[config.mk]
export PLATFORM = sky130hd
export DESIGN_NAME = icache_top
export DESIGN_NICKNAME = d
export VERILOG_FILES = /design/src/icache_pkg.sv /design/src/icache_bypass.sv /design/src/icache_lookup.sv /design/src/icache_miss_handler.sv /design/src/icache_refill.sv /design/src/icache_top.sv
export VERILOG_INCLUDE_DIRS = /design/src
export SDC_FILE = /design/constraint.sdc
export NUM_CORES = 2
export LEC_CHECK = 0
export ABC_AREA = 1
export BUFFER_PORTS_ARGS = -buffer_cell sky130_fd_sc_hd__buf_4
export CAP_MARGIN = 10
export CORE_MARGIN = 3
export CORE_UTILIZATION = 31
export DETAILED_ROUTE_END_ITERATION = 8
export GPL_ROUTABILITY_DRIVEN = 0
export SETUP_SLACK_MARGIN = 0.3
export SLEW_MARGIN = 20
export SYNTH_ARGS = -nofsm -noshare
export SYNTH_HDL_FRONTEND = slang
export SYNTH_SLANG_ARGS = --single-unit
[constraint.sdc]
create_clock -name clk_i -period 22.6 [get_ports clk_i]
set_input_delay 3.39 -clock clk_i [delete_from_list [all_inputs] [get_ports clk_i]]
set_output_delay 3.39 -clock clk_i [all_outputs]
set_load 0.01 [all_outputs]
[src/icache_consts.svh]
/*
 * Instruction cache constants.
 * Port count, address and data widths, line geometry and bypass FIFO depth.
 */

`ifndef ICACHE_CONSTS_SVH
`define ICACHE_CONSTS_SVH

`define ICACHE_NR_PORTS 2
`define ICACHE_AW 32
`define ICACHE_DW 32

`define ICACHE_LINE_W 128
`define ICACHE_LINE_COUNT 16
`define ICACHE_LINE_ALIGN 4
`define ICACHE_FETCH_ALIGN 2
`define ICACHE_INDEX_W 4
`define ICACHE_TAG_W 24

`define ICACHE_BYP_FIFO_DEPTH 4

`endif

[src/icache_pkg.sv]
/*
 * Instruction cache package.
 * Request, response and line-write structs, FSM state enums and the
 * round-robin grant shared by the fetch port arbiters.
 */

`include "icache_consts.svh"

package icache_pkg;

  typedef struct packed {
    logic [`ICACHE_AW-1:0]       addr;
    logic [`ICACHE_NR_PORTS-1:0] id;
  } fetch_req_t;

  typedef struct packed {
    logic [`ICACHE_AW-1:0]       addr;
    logic [`ICACHE_NR_PORTS-1:0] id;
    logic                        hit;
    logic [`ICACHE_LINE_W-1:0]   data;
    logic                        error;
  } lookup_rsp_t;

  typedef struct packed {
    logic [`ICACHE_INDEX_W-1:0] index;
    logic [`ICACHE_TAG_W-1:0]   tag;
    logic [`ICACHE_LINE_W-1:0]  data;
    logic                       error;
  } line_write_t;

  typedef struct packed {
    logic [`ICACHE_AW-1:0] addr;
    logic                  bypass;
  } refill_req_t;

  typedef struct packed {
    logic [`ICACHE_LINE_W-1:0] data;
    logic                      error;
    logic                      bypass;
  } refill_rsp_t;

  typedef struct packed {
    logic [`ICACHE_AW-1:0] addr;
  } mem_req_t;

  typedef struct packed {
    logic [`ICACHE_LINE_W-1:0] data;
    logic                      error;
  } mem_rsp_t;

  typedef enum logic [1:0] {
    BypassIdle, RequestData, WaitResponse, PresentResponse
  } bypass_state_e;

  typedef enum logic [1:0] {
    HandlerIdle, Refill, WriteLine, Respond
  } handler_state_e;

  // Search starts one past the last grant, so every requester gets its turn
  function automatic logic [`ICACHE_NR_PORTS-1:0] rr_grant(
    input logic [`ICACHE_NR_PORTS-1:0] req,
    input logic [`ICACHE_NR_PORTS-1:0] last
  );
    logic [`ICACHE_NR_PORTS-1:0] gnt;
    int start;
    int idx;
    gnt = '0;
    start = 0;
    for (int k = 0; k < `ICACHE_NR_PORTS; k++) begin
      if (last[k]) begin
        start = k + 1;
      end
    end
    for (int k = 0; k < `ICACHE_NR_PORTS; k++) begin
      idx = (start + k) % `ICACHE_NR_PORTS;
      if (req[idx] && gnt == '0) begin
        gnt[idx] = 1'b1;
      end
    end
    return gnt;
  endfunction

endpackage

[src/icache_bypass.sv]
/*
 * Uncached fetch path.
 * One FSM per port, a round-robin request arbiter and a FIFO that
 * remembers which port each outstanding memory read belongs to.
 */

`timescale 1ns/1ps
`include "icache_consts.svh"

module icache_bypass (
  input  logic                                         clk_i,
  input  logic                                         rst_i,
  input  logic [`ICACHE_NR_PORTS-1:0][`ICACHE_AW-1:0]  in_addr_i,
  input  logic [`ICACHE_NR_PORTS-1:0]                  in_valid_i,
  output logic [`ICACHE_NR_PORTS-1:0]                  in_ready_o,
  output logic [`ICACHE_NR_PORTS-1:0][`ICACHE_DW-1:0]  in_data_o,
  output logic [`ICACHE_NR_PORTS-1:0]                  in_error_o,
  output icache_pkg::refill_req_t                      refill_req_o,
  output logic                                         refill_req_valid_o,
  input  logic                                         refill_req_ready_i,
  input  icache_pkg::refill_rsp_t                      refill_rsp_i,
  input  logic                                         refill_rsp_valid_i
);

  localparam int PtrW = $clog2(`ICACHE_BYP_FIFO_DEPTH);

  logic [`ICACHE_NR_PORTS-1:0] arb_req, grant, last_q, rsp_hit;
  logic [`ICACHE_NR_PORTS-1:0] fifo_q [`ICACHE_BYP_FIFO_DEPTH];
  logic [PtrW-1:0] wr_ptr_q, rd_ptr_q;
  logic [PtrW:0] count_q;
  logic fifo_full, push, pop;
  logic [`ICACHE_AW-1:0] sel_addr;

  assign fifo_full = (count_q == (PtrW+1)'(`ICACHE_BYP_FIFO_DEPTH));
  assign grant = icache_pkg::rr_grant(arb_req, last_q);
  assign push = refill_req_valid_o && refill_req_ready_i;
  assign pop = refill_rsp_valid_i;
  // Answers arrive in request order, so the FIFO head owns each one
  assign rsp_hit = fifo_q[rd_ptr_q] & {`ICACHE_NR_PORTS{refill_rsp_valid_i}};

  always_comb begin
    sel_addr = in_addr_i[0];
    for (int i = 0; i < `ICACHE_NR_PORTS; i++) begin
      if (grant[i]) begin
        sel_addr = in_addr_i[i];
      end
    end
  end

  assign refill_req_valid_o = |arb_req;
  assign refill_req_o.addr = {sel_addr[`ICACHE_AW-1:`ICACHE_LINE_ALIGN],
                              {`ICACHE_LINE_ALIGN{1'b0}}};
  assign refill_req_o.bypass = 1'b1;

  always_ff @(posedge clk_i) begin
    if (rst_i) begin
      last_q <= '0;
      wr_ptr_q <= '0;
      rd_ptr_q <= '0;
      count_q <= '0;
    end else begin
      if (push) begin
        last_q <= grant;
        wr_ptr_q <= wr_ptr_q + 1'b1;
      end
      if (pop) begin
        rd_ptr_q <= rd_ptr_q + 1'b1;
      end
      count_q <= count_q + (PtrW+1)'(push) - (PtrW+1)'(pop);
    end
  end

  always_ff @(posedge clk_i) begin
    if (push) begin
      fifo_q[wr_ptr_q] <= grant;
    end
  end

  for (genvar i = 0; i < `ICACHE_NR_PORTS; i++) begin : gen_port
    icache_pkg::bypass_state_e state_q, state_d;
    logic [`ICACHE_LINE_ALIGN-`ICACHE_FETCH_ALIGN-1:0] offset;

    assign offset = in_addr_i[i][`ICACHE_LINE_ALIGN-1:`ICACHE_FETCH_ALIGN];
    assign arb_req[i] = (state_q == icache_pkg::RequestData) && !fifo_full;
    assign in_ready_o[i] = (state_q == icache_pkg::PresentResponse);

    always_comb begin
      state_d = state_q;
      unique case (state_q)
        icache_pkg::BypassIdle: if (in_valid_i[i]) state_d = icache_pkg::RequestData;
        icache_pkg::RequestData: if (push && grant[i]) state_d = icache_pkg::WaitResponse;
        icache_pkg::WaitResponse: if (rsp_hit[i]) state_d = icache_pkg::PresentResponse;
        default: state_d = icache_pkg::BypassIdle;
      endcase
    end

    always_ff @(posedge clk_i) begin
      if (rst_i) begin
        state_q <= icache_pkg::BypassIdle;
      end else begin
        state_q <= state_d;
      end
    end

    // Word is kept for the single PresentResponse cycle
    always_ff @(posedge clk_i) begin
      if (rsp_hit[i]) begin
        in_data_o[i] <= refill_rsp_i.data[offset*`ICACHE_DW +: `ICACHE_DW];
        in_error_o[i] <= refill_rsp_i.error;
      end
    end
  end

endmodule

[src/icache_lookup.sv]
/*
 * Direct-mapped cache lookup.
 * Arbitrates the fetch ports round-robin, holds the tag, valid, error and
 * data arrays, and applies flushes and line writes.
 */

`timescale 1ns/1ps
`include "icache_consts.svh"

module icache_lookup (
  input  logic                                          clk_i,
  input  logic                                          rst_i,
  input  icache_pkg::fetch_req_t [`ICACHE_NR_PORTS-1:0] req_i,
  input  logic [`ICACHE_NR_PORTS-1:0]                   req_valid_i,
  output logic [`ICACHE_NR_PORTS-1:0]                   req_ready_o,
  input  logic                                          flush_valid_i,
  output logic                                          flush_ready_o,
  output icache_pkg::lookup_rsp_t                       rsp_o,
  output logic                                          rsp_valid_o,
  input  logic                                          rsp_ready_i,
  input  icache_pkg::line_write_t                       write_i,
  input  logic                                          write_valid_i
);

  logic [`ICACHE_NR_PORTS-1:0] grant, last_q;
  icache_pkg::fetch_req_t sel_req, req_q;
  logic rsp_valid_q, flush_ready_q, accept, flush_take;
  logic [`ICACHE_LINE_COUNT-1:0] valid_q, err_q;
  logic [`ICACHE_TAG_W-1:0] tag_q [`ICACHE_LINE_COUNT];
  logic [`ICACHE_LINE_W-1:0] data_q [`ICACHE_LINE_COUNT];
  logic [`ICACHE_INDEX_W-1:0] rd_index;

  assign grant = icache_pkg::rr_grant(req_valid_i, last_q);

  always_comb begin
    sel_req = req_i[0];
    for (int i = 0; i < `ICACHE_NR_PORTS; i++) begin
      if (grant[i]) begin
        sel_req = req_i[i];
      end
    end
  end

  // A pending flush blocks new lookups, and it waits until the output is empty
  assign accept = (!rsp_valid_q || rsp_ready_i) && !flush_valid_i;
  assign req_ready_o = grant & {`ICACHE_NR_PORTS{accept}};
  assign flush_take = flush_valid_i && !rsp_valid_q && !flush_ready_q;
  assign flush_ready_o = flush_ready_q;

  always_ff @(posedge clk_i) begin
    if (rst_i) begin
      rsp_valid_q <= 1'b0;
      last_q <= '0;
      flush_ready_q <= 1'b0;
      valid_q <= '0;
    end else begin
      flush_ready_q <= flush_take;
      if (accept) begin
        rsp_valid_q <= |req_valid_i;
        if (|req_valid_i) begin
          last_q <= grant;
        end
      end else if (rsp_ready_i) begin
        rsp_valid_q <= 1'b0;
      end
      if (flush_take) begin
        valid_q <= '0;
      end else if (write_valid_i) begin
        valid_q[write_i.index] <= 1'b1;
      end
    end
  end

  always_ff @(posedge clk_i) begin
    if (accept && |req_valid_i) begin
      req_q <= sel_req;
    end
    if (write_valid_i) begin
      tag_q[write_i.index] <= write_i.tag;
      data_q[write_i.index] <= write_i.data;
      err_q[write_i.index] <= write_i.error;
    end
  end

  // Compare against the arrays as they stand now, so a line written just
  // before is seen by the request behind it
  assign rd_index = req_q.addr[`ICACHE_LINE_ALIGN +: `ICACHE_INDEX_W];
  assign rsp_o.addr = req_q.addr;
  assign rsp_o.id = req_q.id;
  assign rsp_o.hit = valid_q[rd_index]
                   && (tag_q[rd_index] == req_q.addr[`ICACHE_AW-1 -: `ICACHE_TAG_W]);
  assign rsp_o.data = data_q[rd_index];
  assign rsp_o.error = err_q[rd_index];
  assign rsp_valid_o = rsp_valid_q;

endmodule

[src/icache_miss_handler.sv]
/*
 * Miss handler.
 * Answers hits from the looked-up line and refills missing lines,
 * writing them into the cache before answering the fetch port.
 */

`timescale 1ns/1ps
`include "icache_consts.svh"

module icache_miss_handler (
  input  logic                               clk_i,
  input  logic                               rst_i,
  input  icache_pkg::lookup_rsp_t            lookup_i,
  input  logic                               lookup_valid_i,
  output logic                               lookup_ready_o,
  output icache_pkg::line_write_t            write_o,
  output logic                               write_valid_o,
  output icache_pkg::refill_req_t            refill_req_o,
  output logic                               refill_req_valid_o,
  input  logic                               refill_req_ready_i,
  input  icache_pkg::refill_rsp_t            refill_rsp_i,
  input  logic                               refill_rsp_valid_i,
  output logic [`ICACHE_DW-1:0]              fetch_data_o,
  output logic                               fetch_error_o,
  output logic [`ICACHE_NR_PORTS-1:0]        fetch_id_o,
  output logic                               fetch_valid_o
);

  icache_pkg::handler_state_e state_q, state_d;
  logic req_sent_q, line_err_q, word_err_q, take;
  logic [`ICACHE_LINE_W-1:0] line_q, line_src;
  logic [`ICACHE_DW-1:0] word, word_q;
  logic [`ICACHE_NR_PORTS-1:0] id_q;
  logic [`ICACHE_LINE_ALIGN-`ICACHE_FETCH_ALIGN-1:0] offset;

  // The lookup result stays held during a miss, so its address is used directly
  assign offset = lookup_i.addr[`ICACHE_LINE_ALIGN-1:`ICACHE_FETCH_ALIGN];
  assign line_src = (state_q == icache_pkg::HandlerIdle) ? lookup_i.data : line_q;
  assign word = line_src[offset*`ICACHE_DW +: `ICACHE_DW];

  always_comb begin
    state_d = state_q;
    lookup_ready_o = 1'b0;
    write_valid_o = 1'b0;
    refill_req_valid_o = 1'b0;
    unique case (state_q)
      icache_pkg::HandlerIdle: begin
        if (lookup_valid_i) begin
          lookup_ready_o = lookup_i.hit;
          state_d = lookup_i.hit ? icache_pkg::Respond : icache_pkg::Refill;
        end
      end
      icache_pkg::Refill: begin
        refill_req_valid_o = !req_sent_q;
        if (refill_rsp_valid_i) begin
          state_d = icache_pkg::WriteLine;
        end
      end
      icache_pkg::WriteLine: begin
        write_valid_o = 1'b1;
        lookup_ready_o = 1'b1;
        state_d = icache_pkg::Respond;
      end
      default: state_d = icache_pkg::HandlerIdle;
    endcase
  end

  assign take = lookup_ready_o;

  always_ff @(posedge clk_i) begin
    if (rst_i) begin
      state_q <= icache_pkg::HandlerIdle;
      req_sent_q <= 1'b0;
    end else begin
      state_q <= state_d;
      if (refill_req_valid_o && refill_req_ready_i) begin
        req_sent_q <= 1'b1;
      end else if (refill_rsp_valid_i) begin
        req_sent_q <= 1'b0;
      end
    end
  end

  always_ff @(posedge clk_i) begin
    if (refill_rsp_valid_i) begin
      line_q <= refill_rsp_i.data;
      line_err_q <= refill_rsp_i.error;
    end
    if (take) begin
      word_q <= word;
      word_err_q <= (state_q == icache_pkg::HandlerIdle) ? lookup_i.error : line_err_q;
      id_q <= lookup_i.id;
    end
  end

  assign refill_req_o.addr = {lookup_i.addr[`ICACHE_AW-1:`ICACHE_LINE_ALIGN],
                              {`ICACHE_LINE_ALIGN{1'b0}}};
  assign refill_req_o.bypass = 1'b0;
  assign write_o.index = lookup_i.addr[`ICACHE_LINE_ALIGN +: `ICACHE_INDEX_W];
  assign write_o.tag = lookup_i.addr[`ICACHE_AW-1 -: `ICACHE_TAG_W];
  assign write_o.data = line_q;
  assign write_o.error = line_err_q;

  assign fetch_data_o = word_q;
  assign fetch_error_o = word_err_q;
  assign fetch_id_o = id_q;
  assign fetch_valid_o = (state_q == icache_pkg::Respond);

endmodule

[src/icache_refill.sv]
/*
 * Refill unit.
 * Arbitrates the miss handler and bypass requests, keeps one memory read
 * in flight and routes the answer back by its bypass bit.
 */

`timescale 1ns/1ps
`include "icache_consts.svh"

module icache_refill (
  input  logic                     clk_i,
  input  logic                     rst_i,
  input  icache_pkg::refill_req_t  handler_req_i,
  input  logic                     handler_valid_i,
  output logic                     handler_ready_o,
  input  icache_pkg::refill_req_t  bypass_req_i,
  input  logic                     bypass_valid_i,
  output logic                     bypass_ready_o,
  output icache_pkg::refill_rsp_t  handler_rsp_o,
  output logic                     handler_rsp_valid_o,
  output icache_pkg::refill_rsp_t  bypass_rsp_o,
  output logic                     bypass_rsp_valid_o,
  output icache_pkg::mem_req_t     mem_req_o,
  output logic                     mem_req_valid_o,
  input  logic                     mem_req_ready_i,
  input  icache_pkg::mem_rsp_t     mem_rsp_i,
  input  logic                     mem_rsp_valid_i
);

  logic req_pend_q, wait_q, byp_q, last_byp_q;
  logic idle, pick_byp, take;
  logic [`ICACHE_AW-1:0] addr_q;
  icache_pkg::refill_rsp_t rsp;

  assign idle = !req_pend_q && !wait_q;
  // On contention the side that did not win last time goes first
  assign pick_byp = bypass_valid_i && (!handler_valid_i || !last_byp_q);
  assign handler_ready_o = idle && handler_valid_i && !pick_byp;
  assign bypass_ready_o = idle && pick_byp;
  assign take = handler_ready_o || bypass_ready_o;

  always_ff @(posedge clk_i) begin
    if (rst_i) begin
      req_pend_q <= 1'b0;
      wait_q <= 1'b0;
      last_byp_q <= 1'b0;
      byp_q <= 1'b0;
    end else begin
      if (take) begin
        req_pend_q <= 1'b1;
        byp_q <= pick_byp;
        last_byp_q <= pick_byp;
      end else if (req_pend_q && mem_req_ready_i) begin
        req_pend_q <= 1'b0;
        wait_q <= 1'b1;
      end else if (wait_q && mem_rsp_valid_i) begin
        wait_q <= 1'b0;
      end
    end
  end

  always_ff @(posedge clk_i) begin
    if (take) begin
      addr_q <= pick_byp ? bypass_req_i.addr : handler_req_i.addr;
    end
  end

  assign mem_req_o.addr = addr_q;
  assign mem_req_valid_o = req_pend_q;

  assign rsp.data = mem_rsp_i.data;
  assign rsp.error = mem_rsp_i.error;
  assign rsp.bypass = byp_q;
  assign handler_rsp_o = rsp;
  assign bypass_rsp_o = rsp;
  assign handler_rsp_valid_o = mem_rsp_valid_i && wait_q && !byp_q;
  assign bypass_rsp_valid_o = mem_rsp_valid_i && wait_q && byp_q;

endmodule

[src/icache_top.sv]
/*
 * Two-port instruction cache top level.
 * Splits fetches into the cached and bypass paths, merges their answers
 * and shares a single refill port to memory.
 */

`timescale 1ns/1ps
`include "icache_consts.svh"

module icache_top (
  input  logic                                         clk_i,
  input  logic                                         rst_i,
  input  logic [`ICACHE_NR_PORTS-1:0][`ICACHE_AW-1:0]  inst_addr_i,
  input  logic [`ICACHE_NR_PORTS-1:0]                  inst_cacheable_i,
  input  logic [`ICACHE_NR_PORTS-1:0]                  inst_valid_i,
  output logic [`ICACHE_NR_PORTS-1:0][`ICACHE_DW-1:0]  inst_data_o,
  output logic [`ICACHE_NR_PORTS-1:0]                  inst_ready_o,
  output logic [`ICACHE_NR_PORTS-1:0]                  inst_error_o,
  input  logic [`ICACHE_NR_PORTS-1:0]                  flush_valid_i,
  output logic [`ICACHE_NR_PORTS-1:0]                  flush_ready_o,
  output icache_pkg::mem_req_t                         mem_req_o,
  output logic                                         mem_req_valid_o,
  input  logic                                         mem_req_ready_i,
  input  icache_pkg::mem_rsp_t                         mem_rsp_i,
  input  logic                                         mem_rsp_valid_i
);

  icache_pkg::fetch_req_t [`ICACHE_NR_PORTS-1:0] fetch_req;
  logic [`ICACHE_NR_PORTS-1:0] cache_valid, cache_ready, cache_pend_q;
  logic [`ICACHE_NR_PORTS-1:0] byp_valid, byp_ready, byp_error;
  logic [`ICACHE_NR_PORTS-1:0][`ICACHE_DW-1:0] byp_data;
  logic [`ICACHE_NR_PORTS-1:0] fetch_id;
  logic [`ICACHE_DW-1:0] fetch_data;
  logic fetch_error, fetch_valid, flush_ready;
  icache_pkg::lookup_rsp_t lookup_rsp;
  logic lookup_valid, lookup_ready;
  icache_pkg::line_write_t line_write;
  logic line_write_valid;
  icache_pkg::refill_req_t handler_req, bypass_req;
  logic handler_req_valid, handler_req_ready, bypass_req_valid, bypass_req_ready;
  icache_pkg::refill_rsp_t handler_rsp, bypass_rsp;
  logic handler_rsp_valid, bypass_rsp_valid;

  for (genvar i = 0; i < `ICACHE_NR_PORTS; i++) begin : gen_port
    // A port already handed to the lookup stays out until its answer returns
    assign cache_valid[i] = inst_valid_i[i] & inst_cacheable_i[i] & ~cache_pend_q[i];
    assign byp_valid[i] = inst_valid_i[i] & ~inst_cacheable_i[i];
    assign fetch_req[i].addr = inst_addr_i[i];
    assign fetch_req[i].id = `ICACHE_NR_PORTS'(1) << i;

    assign inst_ready_o[i] = inst_cacheable_i[i] ? (fetch_valid & fetch_id[i]) : byp_ready[i];
    assign inst_data_o[i] = inst_cacheable_i[i] ? fetch_data : byp_data[i];
    assign inst_error_o[i] = inst_cacheable_i[i] ? fetch_error : byp_error[i];

    always_ff @(posedge clk_i) begin
      if (rst_i) begin
        cache_pend_q[i] <= 1'b0;
      end else if (cache_valid[i] && cache_ready[i]) begin
        cache_pend_q[i] <= 1'b1;
      end else if (fetch_valid && fetch_id[i]) begin
        cache_pend_q[i] <= 1'b0;
      end
    end
  end

  assign flush_ready_o = {`ICACHE_NR_PORTS{flush_ready}};

  icache_lookup i_lookup (
    .clk_i, .rst_i,
    .req_i         (fetch_req),
    .req_valid_i   (cache_valid),
    .req_ready_o   (cache_ready),
    .flush_valid_i (|flush_valid_i),
    .flush_ready_o (flush_ready),
    .rsp_o         (lookup_rsp),
    .rsp_valid_o   (lookup_valid),
    .rsp_ready_i   (lookup_ready),
    .write_i       (line_write),
    .write_valid_i (line_write_valid)
  );

  icache_miss_handler i_handler (
    .clk_i, .rst_i,
    .lookup_i           (lookup_rsp),
    .lookup_valid_i     (lookup_valid),
    .lookup_ready_o     (lookup_ready),
    .write_o            (line_write),
    .write_valid_o      (line_write_valid),
    .refill_req_o       (handler_req),
    .refill_req_valid_o (handler_req_valid),
    .refill_req_ready_i (handler_req_ready),
    .refill_rsp_i       (handler_rsp),
    .refill_rsp_valid_i (handler_rsp_valid),
    .fetch_data_o       (fetch_data),
    .fetch_error_o      (fetch_error),
    .fetch_id_o         (fetch_id),
    .fetch_valid_o      (fetch_valid)
  );

  icache_bypass i_bypass (
    .clk_i, .rst_i,
    .in_addr_i          (inst_addr_i),
    .in_valid_i         (byp_valid),
    .in_ready_o         (byp_ready),
    .in_data_o          (byp_data),
    .in_error_o         (byp_error),
    .refill_req_o       (bypass_req),
    .refill_req_valid_o (bypass_req_valid),
    .refill_req_ready_i (bypass_req_ready),
    .refill_rsp_i       (bypass_rsp),
    .refill_rsp_valid_i (bypass_rsp_valid)
  );

  icache_refill i_refill (
    .clk_i, .rst_i,
    .handler_req_i       (handler_req),
    .handler_valid_i     (handler_req_valid),
    .handler_ready_o     (handler_req_ready),
    .bypass_req_i        (bypass_req),
    .bypass_valid_i      (bypass_req_valid),
    .bypass_ready_o      (bypass_req_ready),
    .handler_rsp_o       (handler_rsp),
    .handler_rsp_valid_o (handler_rsp_valid),
    .bypass_rsp_o        (bypass_rsp),
    .bypass_rsp_valid_o  (bypass_rsp_valid),
    .mem_req_o, .mem_req_valid_o, .mem_req_ready_i,
    .mem_rsp_i, .mem_rsp_valid_i
  );

endmodule

# Word level (Yosys, flattened, before mapping)
# Memory sizes are Yosys's and may differ from the RTL's. A register that Yosys moved wholly into a read port is not among the register bits.
# Index checks and enable logic that the tools add are counted.
# W data, S select, Z words.
[totals] inputBits=203 memories=3 register_bits=353 ramBits=2440 output_inout_bits=103
[mem_list] name="i_lookup.data_q" words=16 width=128 rd=1 rd_ports_with_merged_regs=1 write_ports=1 line_no="icache_lookup.sv:30" rtl="logic [`ICACHE_LINE_W-1:0] data_q [`ICACHE_LINE_COUNT];"
[mem_list] name="i_lookup.tag_q" words=16 width=24 rd=1 rd_ports_with_merged_regs=1 write_ports=1 line_no="icache_lookup.sv:29" rtl="logic [`ICACHE_TAG_W-1:0] tag_q [`ICACHE_LINE_COUNT];"
[mem_list] name="i_bypass.fifo_q" words=4 width=2 rd=1 rd_ports_with_merged_regs=1 write_ports=1 line_no="icache_bypass.sv:28" rtl="logic [`ICACHE_NR_PORTS-1:0] fifo_q [`ICACHE_BYP_FIFO_DEPTH];"
[op_classes] n_reduce_logical=64 n_shift=3 magnitude_cmp=10 n_eq_ne=19 n_mux=82 n_bitwise=22 addsub=6
[op_table] cell="$shiftx A128 B8 Y32" count=3
[op_table] cell="$mux W32" count=6
[op_table] cell="$mux W128" count=1
[op_table] cell="$add A32 B2 Y32 const B" count=2
[op_table] cell="$mux W1" count=45
[op_table] cell="$mux W34" count=1
[op_table] cell="$logic_and A1 B1 Y1" count=31
[op_table] cell="$mux W2" count=15
[op_table] cell="$eq A24 B24 Y1" count=1
[op_table] cell="$pmux W2 S3" count=3
[op_table] cell="$bwmux W16" count=1
[op_table] cell="$or A16 B16 Y16" count=1
[op_table] cell="$and A1 B1 Y1" count=12
[op_table] cell="$eq A2 B2 Y1 const B" count=6
[op_table] cell="$lt A2 B3 Y1 const B" count=4
[op_table] cell="$ne A2 B2 Y1 const B" count=6
[op_table] cell="$reduce_bool A2 Y1" count=6
[op_table] cell="$logic_not A1 Y1" count=10
[op_table] cell="$logic_not A2 Y1" count=5
[op_table] cell="$bmux W1 S4" count=2
[op_table] cell="$ge A2 B1 Y1 const B" count=4
[op_table] cell="$mux W4" count=2
[op_table] cell="$reduce_or A2 Y1" count=4
[op_table] cell="$eq A2 B1 Y1 const B" count=3
[op_table] cell="16 further kinds" count=32

# Longest topological paths before layout
[logic_depth] ltp_word=14 depth_mapped=24 ltp_nobuf=20

# Hierarchy
# From an unflattened synthesis, not the netlist that was laid out.
[unflattened] hier_cells=9754 hier_area_um2=116888.4
[by_module_without_submodules] module="icache_lookup" n_inst=1 area_per_inst_um2=97737.5 cells_per_inst=7290
[by_module_without_submodules] module="icache_miss_handler" n_inst=1 area_per_inst_um2=9112.5 cells_per_inst=1115
[by_module_without_submodules] module="icache_bypass" n_inst=1 area_per_inst_um2=5327.6 cells_per_inst=682
[by_module_without_submodules] module="icache_refill" n_inst=1 area_per_inst_um2=3558.4 cells_per_inst=426
[by_module_without_submodules] module="icache_top" n_inst=1 area_per_inst_um2=1152.4 cells_per_inst=241

# Worst setup path after synthesis
# Ideal clock, no wire load.
[synth_timing] path_kind="reg-to-reg" start="register i_lookup.req_q, in the netlist i_lookup.rsp_o[137]" end="memory i_lookup.data_q[3][0] (netlist name), enable pin" setup_slack_ps=6398 required_time_ps=21556 t_arrival_ps=15158 path_stages_with_launch=4 cell_sequence="edfxtp_1 > clkbuf_1 > nand2_1 > nor4_1"
[synth_lines] element="from (decl)" line_no="icache_lookup.sv:26" rtl="icache_pkg::fetch_req_t sel_req, req_q;"
[synth_lines] element="from (signal assigned)" line_no="icache_lookup.sv:76" rtl="req_q <= sel_req;"
[synth_lines] element="to (decl)" line_no="icache_lookup.sv:30"
# No word-level cell before the write port.

==> metrics.yaml <==
num_vias: 76550
path_clk_slew_ns: 0.06
cp.required_ns: 19.21
synth-main-ff-cell: "edfxtp_1"
cp_common_cell: "buf_4"
hold_viol: 0
drc: 0
final_cell_mix: "edfxtp_1, nor2_1, o21ai_0"
syn2layout_area_growth_pct: 13.90
fill_cells: 34200
cts_resized: 0
netlist_area_mm2: 0.1122
finalSetupViolations: 0
synth.area.top_cells: "edfxtp_1, o21ai_0, nor2_1, nand2_1, o22ai_1"
slew_headroom_pct: 16.06
synth-seq-area-share_pct: 74.30
finClkSkew_ns: 0.1123
ios: 306
root_buffer: "clkbuf_16"
path_max_fanout: 33
fin_crit_sh_pct: 38.07
postLayoutCellArea_mm2: 0.1278
maxCapViolations: 0
sequentialPowerShare_pct: 50.3
layout_commonest_cell: "edfxtp_1"
drt_iter0_drc: 10080
dieArea_mm2: 0.3693
p_comb_share_pct: 10.6
dpl-instance-area_mm2: 0.1189
nets: 9195
place_hpwl_um: 181700
multiInputGateArea_mm2: 0.02533
slowest_delay_ns: 0.58
rows: 220
grt_pass1_wl_um: 501600
max_freq_mhz: 116.2
grt_max_degree: 237
post_drt_wl_per_cell_um: 25.05
cp_cell_sequence: "buf_4, inv_2, buf_4, nand2_1, nand2_1, buf_4"
synthDistinctLibCells: 47
netSwitchingPower_uw: 2931
status: "finished, final reports clean"
regArea_mm2: 0.08342
die_x_um: 607.7
crit_type: "in2out"
port_buffers: 297
grt_pass1_vias: 72560
clkPwrFrac_pct: 39.2
drv_slew: 0
tightest_slew_ns: 1.259
overflow: 0
start_util_pct: 31.20
synth_edf_count: 2746
drive_gt1_share_pct: 9.315
core_area_mm2: 0.3598
ir_worst_vdd_v: 0.0001054
power_density_mw_per_mm2: 91.65
cp-end-kind: "output port"
antenna_found_initial: 47
ys_ff_latch: 2793
start_kind: "primary input"
die_h_um: 607.7
cts_hold_buf: 0
hold_slack_ns: 0.4414
track_usage_pct: 18.12
synth_top_area_share_pct: 73.46
cts.path.max_buffers: 4
swShare_pct: 25.02
numClockSinks: 2793
vias_per_cell: 5.473
leakage_uw: 0.04165
cts_max_level: 5
numCtsBuffers: 286
async_reset_ff_share_pct: 0
drt-total-wl_um: 350300
synth_warnings: 0
p_int_uw: 8787
syn_avg_cell_area_um2: 12.62
post-cts-setup-buffers: 0
dr.pass1.iters: 6
clock_latency_ns: 0.90
crit_arrival_ns: 5.21
tns_ns: 0
hp-class: "reg2reg"
synthCells: 8891
rsz0062_at_grt: "no"
cp_slowest_cell: "buf_4"
ant_nets: 0
period_needed_ns: 8.603
cts_tree: "built"
yosys.area.top_type: "edfxtp_1"
[cell families after synthesis]
group                    after synthesis  share of synthesized area (%)
AND/OR/NAND/NOR                     2870                          10.01
multiplexers                           3                        0.02675
other                                  1                       0.003341
XOR/XNOR                               1                       0.007804
AO/OA/AOI/OAI                       2366                          12.11
buffers and inverters                837                          3.307
adder cells (fa/ha/maj)               20                         0.2296
flip-flops                          2793                          74.30
[area by class of cell]
cell class	count	area share (%)
inverters	199	0.6136
repair buffers	428	2.643
diodes	24	0.04698
flip-flops and latches	2793	65.24
well taps	4773	4.671
clock buffers	365	5.953
clock inverters	140	1.013
multi-input cells	5264	19.81
[power groups by stage]
stage / logic, uW / registers [uW] / clock network, uW
after floorplan: 714 / 5990 / 0
after global placement: 1190 / 5990 / 0
after detailed placement: 1210 / 6000 / 0
after CTS: 1220 / 5890 / 4650
after global routing: 1330 / 5900 / 4860
final: 1240 / 5890 / 4590
[path summary, 6_finish.rpt]
path | start | endpoint | slack, ns | cells after the start
worst max-delay path | inst_cacheable_i[1] | inst_data_o[49] | 14.00 | 6
worst min-delay path | i_lookup.rsp_o[131] | i_handler.fetch_id_o[1] | 0.44 | 0
worst max register to register | flip-flop | i_handler.fetch_data_o[23] | 14.11 | 15
worst min register to register | i_lookup.rsp_o[131] | i_handler.fetch_id_o[1] | 0.44 | 0
[state kept, by name, summed over array words and instances, names as in the netlist, 4 cells and up, named ones only]
signal / cells
i_lookup.data_q: 2048
i_lookup.tag_q: 384
i_handler.line_q: 128
i_bypass.in_data_o: 64
i_handler.fetch_data_o: 32
i_lookup.rsp_o: 32
i_refill.mem_req_o: 28
i_lookup.err_q: 16
i_lookup.valid_q: 16
i_bypass.fifo_q: 8
i_bypass.gen_port.state_q: 4
[synth_stat cells (2+ instances only)]
| master | n |
|---|---|
| nor3_1 | 13 |
| mux2i_1 | 3 |
| o22ai_1 | 496 |
| and3_1 | 2 |
| clkinv_1 | 6 |
| edfxtp_1 | 2746 |
| clkbuf_1 | 356 |
| dfxtp_1 | 47 |
| nor2_1 | 1571 |
| o21ai_1 | 56 |
| buf_6 | 25 |
| nand3_1 | 327 |
| nand3_2 | 2 |
| a32oi_1 | 6 |
| buf_4 | 35 |
| buf_2 | 190 |
| and2_1 | 4 |
| o21a_1 | 2 |
| o221ai_1 | 155 |
| buf_1 | 31 |
| a21oi_1 | 55 |
| a221oi_1 | 14 |
| a22oi_1 | 9 |
| a31oi_1 | 47 |
| o21ai_0 | 1381 |
| or2_2 | 3 |
| o211ai_1 | 122 |
| o32ai_1 | 16 |
| nand2_1 | 945 |
| inv_1 | 191 |
| ha_1 | 19 |
[metal layers]
| metal | share of wire [%] | wire (um) | vias to the layer above | GRT usage (%) |
|---|---|---|---|---|
| li1 | - | - | 32960 | - |
| met1 | 41 | 142900 | 38450 | 25.01 |
| met2 | 45 | 158000 | 4377 | 28.09 |
| met5 | 0.035 | 124 | - | 0 |
| met3 | 10 | 35570 | 736 | 3.380 |
| met4 | 3.9 | 13670 | 18 | 7.348 |
[through the flow]
step	cells	utilization (%)	total power (uW)	setup WS [ns]
finish	13990	35.54	11720	14.00
global route	13970	35.53	12090	13.72
CTS	13960	35.52	11760	14.04
detailed placement	13460	33.04	7214	14.05
global placement	13460	33.04	7188	14.05
floorplan	8894	-	6704	6.398
[worst max-delay path: cells and delay by family]
family                 cells  cell delay [ns]
AND/OR/NAND/NOR            2             0.54
buffers and inverters      4             1.18
No activity file was read; power rests on OpenSTA's default activity.
